`src/logic/execParams.svh`:
```
`ifndef EXEC_PARAMS_SVH
`define EXEC_PARAMS_SVH

// Register file and datapath width
`define DATA_WIDTH 16

// Architectural registers, indexed by three bits
`define REG_COUNT 8

// Decoded operations parked between decode and execute
`define BUFFER_DEPTH 4

`endif

```
`src/logic/isaPkg.sv`:
```
`include "execParams.svh"

package isaPkg;

	typedef logic [$clog2(`REG_COUNT)-1:0] regIndexT;

	typedef enum logic [3:0] {
		ADI = 4'b0000,
		ADDFAM = 4'b0001,
		NANDFAM = 4'b0010,
		LLI = 4'b0011
	} opcodeT;

	// Bits 1..0 of an add or nand word
	typedef enum logic [1:0] {
		modeAlways = 2'b00,
		modeIfZero = 2'b01,
		modeIfCarry = 2'b10,
		modeWithCarry = 2'b11
	} modeT;

	typedef struct packed {
		opcodeT opcode;
		regIndexT regA;
		regIndexT regB;
		regIndexT regC;
		logic complement; // Use ~B
		modeT mode;
	} rTypeT;

	typedef struct packed {
		opcodeT opcode;
		regIndexT regA;
		regIndexT regB;
		logic [5:0] imm6;
	} iTypeT;

	typedef struct packed {
		opcodeT opcode;
		regIndexT regA;
		logic [8:0] imm9;
	} jTypeT;

	typedef union packed {
		rTypeT rType;
		iTypeT iType;
		jTypeT jType;
	} instrWord;

	function automatic logic [`DATA_WIDTH-1:0] signExtendImm6(input logic [5:0] imm);
		return {{(`DATA_WIDTH - 6){imm[5]}}, imm};
	endfunction

	function automatic logic [`DATA_WIDTH-1:0] zeroExtendImm9(input logic [8:0] imm);
		return {{(`DATA_WIDTH - 9){1'b0}}, imm};
	endfunction

endpackage

```
`src/logic/pipePkg.sv`:
```
`include "execParams.svh"

package pipePkg;

	typedef enum logic [2:0] {
		opNop,
		opAdd,
		opNand,
		opAddImm,
		opLoadImm
	} opClassT;

	typedef struct packed {
		opClassT opClass;
		isaPkg::modeT mode;
		logic complement;
		isaPkg::regIndexT srcA;
		isaPkg::regIndexT srcB;
		isaPkg::regIndexT dest;
		logic usesB; // Else B comes from imm
		logic [`DATA_WIDTH-1:0] imm;
		logic writesCarry;
		logic writesZero;
	} decodedOp;

	// Flags are the values after the instruction
	typedef struct packed {
		logic [`DATA_WIDTH-1:0] value;
		isaPkg::regIndexT dest;
		logic written;
		logic carry;
		logic zero;
	} resultReport;

endpackage

```
`src/logic/instrDecoder.sv`:
```
`timescale 1ns/10ps

module instrDecoder (
	input logic clock,
	input logic reset,
	input logic instrReq,
	input isaPkg::instrWord instr,
	output logic instrAck,
	input logic full,
	output logic push,
	output pipePkg::decodedOp pushOp
);
	import isaPkg::*;
	import pipePkg::*;

	logic acceptNow;
	decodedOp decoded;

	// New request, idle phase, room in buffer
	assign acceptNow = instrReq && !instrAck && !full;

	always_comb
	begin
		decoded = '0;
		decoded.opClass = opNop;
		decoded.mode = modeAlways;
		case (instr.rType.opcode)
			ADDFAM:
			begin
				decoded.opClass = opAdd;
				decoded.mode = instr.rType.mode;
				decoded.complement = instr.rType.complement;
				decoded.srcA = instr.rType.regA;
				decoded.srcB = instr.rType.regB;
				decoded.dest = instr.rType.regC;
				decoded.usesB = 1'b1;
				decoded.writesCarry = 1'b1;
				decoded.writesZero = 1'b1;
			end
			NANDFAM:
			begin
				if (instr.rType.mode != modeWithCarry) // Mode 11 has no nand form
				begin
					decoded.opClass = opNand;
					decoded.mode = instr.rType.mode;
					decoded.complement = instr.rType.complement;
					decoded.srcA = instr.rType.regA;
					decoded.srcB = instr.rType.regB;
					decoded.dest = instr.rType.regC;
					decoded.usesB = 1'b1;
					decoded.writesZero = 1'b1;
				end
			end
			ADI:
			begin
				decoded.opClass = opAddImm;
				decoded.srcA = instr.iType.regA;
				decoded.srcB = instr.iType.regB;
				decoded.dest = instr.iType.regB;
				decoded.imm = signExtendImm6(instr.iType.imm6);
				decoded.writesCarry = 1'b1;
				decoded.writesZero = 1'b1;
			end
			LLI:
			begin
				decoded.opClass = opLoadImm;
				decoded.srcA = instr.jType.regA;
				decoded.dest = instr.jType.regA;
				decoded.imm = zeroExtendImm9(instr.jType.imm9);
			end
			default:
			begin
				decoded.opClass = opNop; // Still reported, never writes
			end
		endcase
	end

	always_ff @(posedge clock)
	begin
		if (reset)
		begin
			instrAck <= 1'b0;
			push <= 1'b0;
		end
		else
		begin
			push <= acceptNow; // One push per request
			if (acceptNow)
				instrAck <= 1'b1;
			else if (instrAck && !instrReq)
				instrAck <= 1'b0;
		end
	end

	always_ff @(posedge clock)
	begin
		if (acceptNow)
			pushOp <= decoded;
	end

	assert property (@(posedge clock) disable iff (reset) $rose(instrAck) |-> $past(instrReq))
	else $error("instrAck rose without a pending instrReq");

endmodule

```
`src/logic/opBuffer.sv`:
```
`timescale 1ns/10ps
`include "execParams.svh"

module opBuffer (
	input logic clock,
	input logic reset,
	input logic push,
	input pipePkg::decodedOp pushOp,
	output logic full,
	input logic pop,
	output pipePkg::decodedOp headOp,
	output logic empty
);
	import pipePkg::*;

	localparam int PTR_WIDTH = $clog2(`BUFFER_DEPTH);

	decodedOp entries [`BUFFER_DEPTH];
	logic [PTR_WIDTH-1:0] writePtr;
	logic [PTR_WIDTH-1:0] readPtr;
	logic [PTR_WIDTH:0] count;

	assign full = (count == `BUFFER_DEPTH);
	assign empty = (count == 0);
	assign headOp = entries[readPtr];

	always_ff @(posedge clock)
	begin
		if (reset)
		begin
			writePtr <= '0;
			readPtr <= '0;
			count <= '0;
		end
		else
		begin
			if (push)
				writePtr <= writePtr + 1'b1; // Wraps at depth
			if (pop)
				readPtr <= readPtr + 1'b1;
			case ({push, pop})
				2'b10: count <= count + 1'b1;
				2'b01: count <= count - 1'b1;
				default: count <= count;
			endcase
		end
	end

	always_ff @(posedge clock)
	begin
		if (push)
			entries[writePtr] <= pushOp;
	end

	assert property (@(posedge clock) disable iff (reset) push |-> !full)
	else $error("push into a full buffer");

	assert property (@(posedge clock) disable iff (reset) pop |-> !empty)
	else $error("pop from an empty buffer");

endmodule

```
`src/logic/aluExecute.sv`:
```
`timescale 1ns/10ps
`include "execParams.svh"

module aluExecute (
	input logic clock,
	input logic reset,
	input pipePkg::decodedOp headOp,
	input logic empty,
	output logic pop,
	output logic reportReq,
	input logic reportAck,
	output pipePkg::resultReport report
);
	import isaPkg::*;
	import pipePkg::*;

	logic [`DATA_WIDTH-1:0] regFile [`REG_COUNT];
	logic carryFlag;
	logic zeroFlag;

	logic rdValid;
	decodedOp rdOp;
	logic exValid;
	decodedOp exOp;
	logic [`DATA_WIDTH-1:0] exA;
	logic [`DATA_WIDTH-1:0] exB;
	logic wbValid;
	resultReport wbReport;

	logic wbLoad;
	logic exReady;
	logic rdReady;
	logic wbWrites;
	logic [`DATA_WIDTH-1:0] readA;
	logic [`DATA_WIDTH-1:0] readB;
	logic [`DATA_WIDTH-1:0] opA;
	logic [`DATA_WIDTH-1:0] fwdB;
	logic [`DATA_WIDTH-1:0] opB;
	logic [`DATA_WIDTH-1:0] bEff;
	logic [`DATA_WIDTH-1:0] sum;
	logic [`DATA_WIDTH-1:0] aluResult;
	logic carryIn;
	logic carryOut;
	logic conditionMet;
	logic execEnable;
	resultReport execResult;

	// Writeback holds until ack, the rest of the pipe stalls behind it
	assign wbLoad = exValid && !wbValid && !reportAck;
	assign exReady = !exValid || wbLoad;
	assign rdReady = !rdValid || exReady;
	assign pop = !empty && rdReady;
	assign reportReq = wbValid;
	assign report = wbReport;

	assign wbWrites = wbValid && wbReport.written; // Skipped ops never forward

	// Read stage, bypass the write landing this cycle
	assign readA = (wbWrites && wbReport.dest == rdOp.srcA) ? wbReport.value
		: regFile[rdOp.srcA];
	assign readB = (wbWrites && wbReport.dest == rdOp.srcB) ? wbReport.value
		: regFile[rdOp.srcB];

	// Execute stage, forward from writeback
	assign opA = (wbWrites && wbReport.dest == exOp.srcA) ? wbReport.value : exA;
	assign fwdB = (wbWrites && wbReport.dest == exOp.srcB) ? wbReport.value : exB;
	assign opB = exOp.usesB ? fwdB : exOp.imm;
	assign bEff = exOp.complement ? ~opB : opB;
	assign carryIn = (exOp.opClass == opAdd && exOp.mode == modeWithCarry) ? carryFlag : 1'b0;

	always_comb
	begin
		{carryOut, sum} = {1'b0, opA} + {1'b0, bEff} + {{`DATA_WIDTH{1'b0}}, carryIn};
		case (exOp.opClass)
			opAdd, opAddImm: aluResult = sum;
			opNand: aluResult = ~(opA & bEff);
			opLoadImm: aluResult = exOp.imm;
			default: aluResult = '0;
		endcase
	end

	always_comb
	begin
		case (exOp.mode)
			modeIfCarry: conditionMet = carryFlag;
			modeIfZero: conditionMet = zeroFlag;
			default: conditionMet = 1'b1; // Plain and with-carry forms
		endcase
	end

	assign execEnable = (exOp.opClass != opNop) && conditionMet;

	always_comb
	begin
		execResult.value = execEnable ? aluResult : '0;
		execResult.dest = exOp.dest;
		execResult.written = execEnable;
		execResult.carry = (execEnable && exOp.writesCarry) ? carryOut : carryFlag;
		execResult.zero = (execEnable && exOp.writesZero) ? (aluResult == '0) : zeroFlag;
	end

	always_ff @(posedge clock)
	begin
		if (reset)
		begin
			rdValid <= 1'b0;
			exValid <= 1'b0;
			wbValid <= 1'b0;
			carryFlag <= 1'b0;
			zeroFlag <= 1'b0;
		end
		else
		begin
			if (rdReady)
				rdValid <= pop;
			if (exReady)
				exValid <= rdValid;
			if (wbLoad)
			begin
				wbValid <= 1'b1;
				carryFlag <= execResult.carry;
				zeroFlag <= execResult.zero;
			end
			else if (wbValid && reportAck)
				wbValid <= 1'b0; // Retire on ack
		end
	end

	always_ff @(posedge clock)
	begin
		if (pop)
			rdOp <= headOp;
		if (exReady)
		begin
			exOp <= rdOp;
			exA <= readA;
			exB <= readB;
		end
		else
		begin
			exA <= opA; // Keep forwarded values once writeback retires
			exB <= fwdB;
		end
		if (wbLoad)
			wbReport <= execResult;
	end

	always_ff @(posedge clock)
	begin
		if (reset)
		begin
			for (int i = 0; i < `REG_COUNT; i++)
				regFile[i] <= '0;
		end
		else if (wbWrites)
			regFile[wbReport.dest] <= wbReport.value;
	end

	assert property (@(posedge clock) disable iff (reset)
		reportReq && !reportAck |=> $stable(report))
	else $error("report changed while waiting for reportAck");

endmodule

```
`src/logic/execCore.sv`:
```
`timescale 1ns/10ps

module execCore (
	input logic clock,
	input logic reset,
	input logic instrReq,
	input isaPkg::instrWord instr,
	output logic instrAck,
	output logic reportReq,
	input logic reportAck,
	output pipePkg::resultReport report
);
	import pipePkg::*;

	logic push;
	logic full;
	logic pop;
	logic empty;
	decodedOp pushOp;
	decodedOp headOp;

	instrDecoder decoder (
		.clock(clock),
		.reset(reset),
		.instrReq(instrReq),
		.instr(instr),
		.instrAck(instrAck),
		.full(full),
		.push(push),
		.pushOp(pushOp)
	);

	opBuffer buffer (
		.clock(clock),
		.reset(reset),
		.push(push),
		.pushOp(pushOp),
		.full(full),
		.pop(pop),
		.headOp(headOp),
		.empty(empty)
	);

	aluExecute execute (
		.clock(clock),
		.reset(reset),
		.headOp(headOp),
		.empty(empty),
		.pop(pop),
		.reportReq(reportReq),
		.reportAck(reportAck),
		.report(report)
	);

endmodule

```
`config.mk`:
```
export PLATFORM = sky130hd
export DESIGN_NAME = execCore
export DESIGN_NICKNAME = d
export VERILOG_FILES = /design/src/logic/isaPkg.sv /design/src/logic/pipePkg.sv /design/src/logic/instrDecoder.sv /design/src/logic/opBuffer.sv /design/src/logic/aluExecute.sv /design/src/logic/execCore.sv
export VERILOG_INCLUDE_DIRS = /design/src /design/src/logic
export SDC_FILE = /design/constraint.sdc
export NUM_CORES = 1
export LEC_CHECK = 0
export BUFFER_PORTS_ARGS = -buffer_cell sky130_fd_sc_hd__buf_4
export CAP_MARGIN = 40
export CORE_MARGIN = 2
export CORE_UTILIZATION = 50
export CTS_CLUSTER_SIZE = 24
export DETAILED_ROUTE_END_ITERATION = 10
export GPL_TIMING_DRIVEN = 1
export PLACE_DENSITY = 0.71
export SLEW_MARGIN = 10
export SYNTH_ARGS = -nofsm -noshare
export SYNTH_HDL_FRONTEND = slang
export SYNTH_SLANG_ARGS = --single-unit
export TNS_END_PERCENT = 50
```
`constraint.sdc`:
```
create_clock -name clock -period 9.9 [get_ports clock]
set_clock_uncertainty 0.1 [all_clocks]
set_input_delay 0.99 -clock clock [delete_from_list [all_inputs] [get_ports clock]]
set_output_delay 0.99 -clock clock [all_outputs]
set_load 0.02 [all_outputs]
```
Yosys cells after proc, flatten, opt, wreduce, memory -nomap -nowiden
Memory sizes are Yosys's and may differ from the RTL's. A register that Yosys moved wholly into a read port is not among the register bits. Index checks and enable logic that the tools add are counted.

Memory bits (writable): 264. Input bits: 20. Bits in registers: 136. Word-level logic and storage cells: 142. Output and inout bits: 24. Memories kept: 2.

Add/subtract/negate cells: 6. Bitwise operators: 3. Muxes and demuxes: 39. Reductions and logical operators: 37. Equality and inequality tests: 18.

Memories: buffer.entries (words 4, bits a word 34, rd ports 1, clocked after Yosys merged registers in 1, write ports 1, RTL line opBuffer.sv:18) `` decodedOp entries [`BUFFER_DEPTH]; ``; execute.regFile (words 8, bits a word 16, rd ports 2, clocked after Yosys merged registers in 0, write ports 8, RTL line aluExecute.sv:17) `` logic [`DATA_WIDTH-1:0] regFile [`REG_COUNT]; ``.

Operators with widths (number): 2-to-1 mux 16 bit (9); case mux 16 bit (3 select lines) (1); inverter 16 bit (2); case mux 16 bit (2 select lines) (1); case mux 3 bit (2 select lines) (4); case mux 3 bit (4 select lines) (2); adder 16 x 16 -> 17 bit (1); adder 17 x 1 -> 17 bit (1); 2-to-1 mux 1 bit (17); bitwise AND 16 bit (1); logical AND 1 bit (16); zero test 16 bit (1); OR reduction 16 bit (1); 2-to-1 mux 15 bit (1); == test 3 bit (4); == test 4 x 2 -> 1 bit, second input constant (2); zero test 1 bit (8); == test 2 bit, second input constant (3); == test 3 x 2 -> 1 bit, second input constant (2); == test 3 bit, second input constant (2); case mux 1 bit (2 select lines) (3); nonzero test 2 bit (3); adder 2 x 1 -> 2 bit, second input constant (2); == test 2 x 1 -> 1 bit, second input constant (2); 12 further kinds (14).

Logic depth before layout (Yosys ltp)
Gate-level depths: netlist of the first run.

Depth in word-level cells: 11. Mapped depth: 17. Depth with buffers taken out: 15.

Hierarchy
From an unflattened synthesis of the first run, not the netlist that was laid out.

Cells, all modules: 1333. Area total of the unflattened synthesis: 19970.4 µm².

By module, submodules not included: aluExecute (instances 1, area each 13280.2 µm², cells an instance 1013, sequential area each 7407.1 µm²); opBuffer (instances 1, area each 5388.9 µm², cells an instance 225, sequential area each 4264.1 µm²); instrDecoder (instances 1, area each 1301.2 µm², cells an instance 95, sequential area each 880.8 µm²).

Worst setup path before layout of the first run
Ideal clock, no wire load.

Path kind: register -> register. From: register execute.wbReport (netlist bit execute.report[5]). To: register execute.wbReport (netlist bit execute.report[1]) (data pin). Path buffers: 2. Path slack: 5.391 ns. Data arrival time: 4.147 ns. Clock period less this slack: 4.509 ns. Data required time: 9.538 ns. Cell stages (with the launch flop): 16. Library setup time: 0.262 ns. Path through: edfxtp_1 -> buf_2 -> xor2_1 -> nor4_2 -> buf_2 -> mux2i_1 -> fa_1 -> inv_1 -> fa_1 -> a211oi_1 -> nor3_2 -> o211ai_2 -> a211oi_1 -> a211o_1 -> a211oi_1 -> nor2_1.

RTL lines: from (decl) (RTL line aluExecute.sv:28) `resultReport wbReport;`; from (signal assigned) (RTL line aluExecute.sv:145) `wbReport <= execResult;`.

==> results of run 1 <==
==> through the flow <==
stage          hold WS [ns]  utilization  power (uW)  instance area (um2)
2_1_floorplan         0.300            -        4210                18300
3_3_place_gp          0.300        0.526        4850                19100
3_5_place_dp          0.305        0.527        4900                19200
4_1_cts               0.318        0.563        6410                20500
5_1_grt               0.331        0.563        6740                20500
6_report              0.317        0.563        6390                20500
==> cells in the final DEF (no fill, tap or decap), types with 15 or more instances in the layout <==
cell type	n
nor2_1	86
mux2_2	15
and2_1	142
o21ai_0	37
mux2i_1	52
dfxtp_1	44
buf_4	69
a221o_1	17
clkbuf_16	42
nand2_1	54
a21oi_1	52
ha_1	24
inv_1	22
edfxtp_1	346
mux4_2	92
xor2_1	32
==> path summary, 6_finish.rpt <==
path	from	endpoint	slack, ns	depth (start not counted)
max	execute.report[5]$_DFFE_PP_	execute.report[1]$_DFFE_PP_	4.95	16
min	execute.rdOp[8]$_DFFE_PP_	execute.exOp[8]$_DFFE_PN_	0.32	0
max reg2reg	execute.report[5]$_DFFE_PP_	execute.report[1]$_DFFE_PP_	4.95	16
min reg2reg	execute.rdOp[8]$_DFFE_PP_	execute.exOp[8]$_DFFE_PN_	0.32	0
==> cell families (layout without fill, tap and decap cells) <==
group,after synthesis,after routing,synth area share
simple gates,370,370,0.108
fa+ha+maj,27,27,0.0197
xor+xnor,38,38,0.0182
mux,159,159,0.151
flops,392,392,0.617
buf+inv,108,166,0.0235
compound gates,168,168,0.0629
==> metal layers <==
layer | vias to the layer above | wire length [um] | GRT usage
met2 | 290 | 20300 | 0.371
met4 | 0 | 1450 | 0.0837
met3 | 90 | 2300 | 0.0385
li1 | 4854 | - | -
met5 | - | 0 | 0
met1 | 5381 | 17200 | 0.289
==> power breakdown <==
part / leakage, uW / switching, uW / total [uW] / internal [uW]
clock network: 0.000645 / 642 / 1500 / 861
logic: 0.00292 / 1440 / 2510 / 1070
registers: 0.00377 / 220 / 2380 / 2160
==> area by class of cell <==
cell class | instances | area share
sequential | 392 | 0.552
multi-input combinational | 762 | 0.324
clock buffer | 55 | 0.0552
tap | 468 | 0.0286
timing repair buffer | 71 | 0.0274
clock inverter | 18 | 0.00886
inverter | 22 | 0.00403
==> state kept, by name (all words and copies together), names as in the netlist <==
register and count:
buffer.count 3, buffer.entries 112, buffer.readPtr 2, buffer.writePtr 2, decoder.instrAck 1, decoder.push 1, decoder.pushOp 28, execute.carryFlag 1
execute.exA 16, execute.exB 16, execute.exOp 28, execute.exValid 1, execute.rdOp 28, execute.rdValid 1, execute.regFile 128, execute.report 22
execute.reportReq 1, execute.zeroFlag 1
==> critical path, stage by stage (launching register included) <==
cell and delay (ns):
edfxtp_1 0.55, xor2_1 0.24, nor4_2 0.28, buf_4 0.34
mux2i_1 0.23, a21oi_1 0.10, xnor2_1 0.28, fa_1 0.25
inv_1 0.06, fa_1 0.47, a211oi_1 0.45, nor3_2 0.14
o211ai_2 0.27, a211oi_1 0.13, a211o_1 0.29, a211oi_1 0.37
nor2_1 0.09
==> impl_results.md, run 1 <==
* PD cells at 312 nW/um2
* Post-synthesis sequential area ratio at 0.617
* Final wirelength at 41200 um
* Startpoint types: flop
* Total global-route track usage at 0.221
* Area share of the largest cell type after synthesis at 0.567
* Post-synth top cells: edfxtp_1 (346), and2_1 (145), mux4_2 (92)
* Largest cells by area after synthesis: edfxtp_1 (57%), mux4_2 (11%), dfxtp_1 (5.0%)
* Placed cell count at 1715
* Vias in the first global route at 11000
* Layout cells sized above 1 at 0.204
* Routability Congestion at 0.878
* Initial Util at 0.504
* Setup tns final at 0 ns
* Chip width at 195 um
* Area leader, netlist: edfxtp_1
* Slew at the pin closest to its max-slew limit at 0.876 ns
* Core footprint at 36300 um2
* Peak supply drop at 139 uV
* Warnings from Yosys at 0
* IO Port Bufs at 43
* DP HPWL at 26100 um
* Final worst slack at 4.95 ns
* Final net count at 1337
* WL/cell at 23.1 um
* First-pass GRT wire length at 64200 um
* Num rows at 70
* Slew HR at 0.416
* Static Leakage at 0.00734 uW
* Fin. Hold Viols at 0
* Total grt overflow at 0
* Largest net degree at the start of global routing at 36
* Final cell count without fillers at 1788
* Die height at 195 um
* Worst EP required at 10.06 ns
* Htree depth at 2
* CTS tree: done
* Hold crit path type: reg2reg
* Kind of critical path: reg2reg
* Final number of setup-violating endpoints at 0
* Net Count, Synth at 1309
* Status: finished clean
* Number of synthesized flops with an enable pin at 346
* Max Cap Violations at 0
* Worst-skew pair later-pin latency at 0.55 ns
* Post-Synthesis Cells at 1262
* CTS sink cnt at 392
* CP Data Arrival Time at 5.11 ns
* Die area at 38200 um2
* P&R area growth vs syn at 11.7%
* Clock root cell: clkbuf_16
* DR pass1 iterations at 5
* Ant diodes at 0
* Distinct cell type count after synthesis at 71
* Vias at 10600
* Clk slew on worst S/H paths at 0.07 ns
* Slew Limit Fails at 0
* Antenna violations before repair at 0
* Hold buffer count at CTS at 0
* Average size of a mapped cell at 14.5 um2
* Max Fclk at 202 MHz
* Via density at 5.94
* Crit path capture type: flop
* IO Count at 44
* Worst-path fanout max at 18
* Final period util at 0.500
* Multi-input gate area at 6630 um2
* Number of remaining DRC errors at 0
* Mapped cell area at 18300 um2
* Dpl ws at 5.05 ns
* Clock Tree Buf Depth at 3
* Unrepaired setup endpoints after global routing: no
* Sequential cell area at 11300 um2
* Flip-flop and latch count after synthesis at 392
* FILL cells at 2799
* Count leader, synth: edfxtp_1
* Primary FF master, synth: edfxtp_1
* Antenna-violating nets left at 0
* Drt initial violations at 892
* Min Tclk post-route at 4.95 ns
* Post-CTS Setup Repair Bufs at 0
* CTS resizes at 0
* Async SR Flop Fraction at 0
* CTS buffer count at 41
Note: power is estimated with default switching activity, not from simulation.
==> run 2, diff against run 1 <==
- clock period: 9.9 -> 4.82 ns (I/O delays scaled with it)
==> run 2 against run 1 <==
  * Final cell count grew 0.34%
  * Clock power grew 100%
  * Register-to-register slack got worse by 4.6 ns
  * Critical path depth is 1 lower
  * Clock-buffer cell count rose by 1
  * Final area grew 0.26%
  * Non-clock buffer count rose by 5
  * Critical path type unchanged
  * Critical endpoint is now execute.report[0]$_DFFE_PP_
==> impl_results.md, run 2 (synthesis results as in run 1) <==
* Status: finished clean
* Fin. Hold Viols at 0
* Clock root cell: clkbuf_16
* Unrepaired setup endpoints after global routing: no
* Min Tclk post-route at 4.46 ns
* Total global-route track usage at 0.226
* Hold buffer count at CTS at 0
* CP peak stage delay at 0.52 ns
* Kind of critical path: reg2reg
* Startpoint types: flop
* Setup crit start: execute.report[3]$_DFFE_PP_
* CP delay by family, top: compound AO/OA/AOI/OAI gates
* Vias in the first global route at 11200
* Routability Congestion at 0.903
* Most frequent cells in the layout: edfxtp_1 (346), and2_1 (142), mux4_2 (92)
* Final period util at 0.925
* Reg2reg start: execute.report[3]$_DFFE_PP_
* Die area at 38200 um2
* WL/cell at 23.3 um
* Clk slew on worst S/H paths at 0.06 ns
* Drt initial violations at 967
* CP Data Arrival Time at 4.74 ns
* Final wirelength at 41900 um
* Hold crit path type: in2reg
* Fin util at 0.565
* Max Fclk at 224 MHz
* CTS sink cnt at 392
* Critical Path Most Common Cell: fa_1
* Multi-input gate area at 6640 um2
* Most common cell after layout, fill and taps aside: edfxtp_1
* Total grt overflow at 0
* Setup crit end: execute.report[0]$_DFFE_PP_
* Largest net degree at the start of global routing at 36
* Switching part of the total at 0.358
* Ant diodes at 0
* Hold_ws at 0.0424 ns
* Slew at the pin closest to its max-slew limit at 0.863 ns
* Static Leakage at 0.00737 uW
* Critical Path Slowest Stage Cell: edfxtp_1
* Crit-path cells: xor2_1 > nor4_2 > mux2i_1 > a21oi_1 > xnor2_1 > fa_1 > inv_1 > fa_1 > a211oi_2 > nor3_2 > o211ai_2 > nor3b_1 > o32a_1 > o211ai_1 > o31ai_1
* Initial Util at 0.504
* Final cell count without fillers at 1794
* WP depth at 15
* CTS tree: done
* FF-to-FF path depth at 15
* Peak supply drop at 336 uV
* Worst EP required at 5.10 ns
* IO Port Bufs at 43
* IO Count at 44
* Antenna violations before repair at 0
* Layout cells sized above 1 at 0.211
* Clock Tree Buf Depth at 3
* Chip width at 195 um
* Post-CTS Setup Repair Bufs at 0
* Placed cell count at 1720
* Core footprint at 36300 um2
* DR pass1 iterations at 5
* Sequential power share at 0.370
* Largest regs: execute.regFile (128), buffer.entries (112)
* P&R area growth vs syn at 12.0%
* Vias at 10700
* Crit path capture type: flop
* Worst R2R Setup Slack at 0.36 ns
* CTS buffer count at 41
* Buffers plus inverters on the worst setup path at 1
* Slew Limit Fails at 0
* Via density at 5.95
* PD cells at 640 nW/um2
* P_sw at 4710 uW
* Pint at 8430 uW
* Number of remaining DRC errors at 0
* Worst-skew pair later-pin latency at 0.54 ns
* Comb pwr share at 0.397
* FF-to-FF End: execute.report[0]$_DFFE_PP_
* Htree depth at 2
* Setup tns final at 0 ns
* Max FFs per register at 128
* Max Cap Violations at 0
* Largest Register: execute.regFile
* Antenna-violating nets left at 0
* Worst-path fanout max at 7
* DP HPWL at 26600 um
* Final net count at 1342
* Final number of setup-violating endpoints at 0
* FILL cells at 2841
* Num rows at 70
* Die height at 195 um
* First-pass GRT wire length at 65000 um
* Slew HR at 0.425
* Clock share of power at 0.234
* Sequential cell area at 11300 um2
-- run 2: layer usage --
layer / GRT usage / routed length (um) / vias to the layer above
met5: 0 / 0 / -
met4: 0.0752 / 1300 / 0
met3: 0.0434 / 2620 / 82
met2: 0.382 / 20700 / 376
met1: 0.295 / 17200 / 5357
li1: - / - / 4852
-- run 2: timing repair --
action | in CTS | in global routing
gates resized for setup | 0 | 1
setup endpoints to repair | 0 | 4
hold endpoints to repair | 0 | 0
-- run 2: worst reg2reg max path: cells and delay by family (launching register included) --
kind / cells / cell delay, ns
AND/OR/NAND/NOR: 3 / 0.69
multiplexers: 1 / 0.24
flip-flops: 1 / 0.52
XOR/XNOR: 2 / 0.48
buffers and inverters: 1 / 0.08
AO/OA/AOI/OAI: 6 / 1.38
adder cells (fa/ha/maj): 2 / 0.79
-- run 2: power by group through the flow --
stage	clock network (uW)	registers [uW]	logic, uW
after floorplan	0	4690	3960
after global placement	0	4930	5040
after detailed placement	0	4920	5150
after CTS	3130	4860	5170
after global routing	3260	4920	5710
final	3070	4860	5210
-- run 2: worst min path at each step --
stage                              start                              to  slack (ns)  cells past startpoint
2_1_floorplan  execute.rdOp[0]$_DFFE_PP_       execute.exOp[0]$_DFFE_PN_        0.30                      0
3_3_place_gp   execute.rdOp[2]$_DFFE_PP_       execute.exOp[2]$_DFFE_PN_        0.30                      0
3_5_place_dp   execute.rdOp[3]$_DFFE_PP_       execute.exOp[3]$_DFFE_PN_        0.30                      0
4_1_cts                        reportAck  execute.reportReq$_SDFFE_PP0P_        0.02                      2
5_1_grt                        reportAck  execute.reportReq$_SDFFE_PP0P_        0.03                      2
6_report                       reportAck  execute.reportReq$_SDFFE_PP0P_        0.04                      2
-- run 2: metrics by stage --
stage / worst slack [ns] / instance area (um2) / power (uW)
3_5_place_dp: 0.390 / 19200 / 10100
2_1_floorplan: 0.311 / 18300 / 8650
5_1_grt: 0.0675 / 20500 / 13900
6_report: 0.363 / 20500 / 13100
4_1_cts: 0.370 / 20500 / 13200
3_3_place_gp: 0.546 / 19200 / 9970
-- run 2: cell type report --
cell class,instances,area share
clock buffers,56,0.0559
clock inverters,18,0.00823
inverters,22,0.00402
multi-input cells,762,0.323
flip-flops and latches,392,0.551
well taps,468,0.0285
repair buffers,76,0.0291
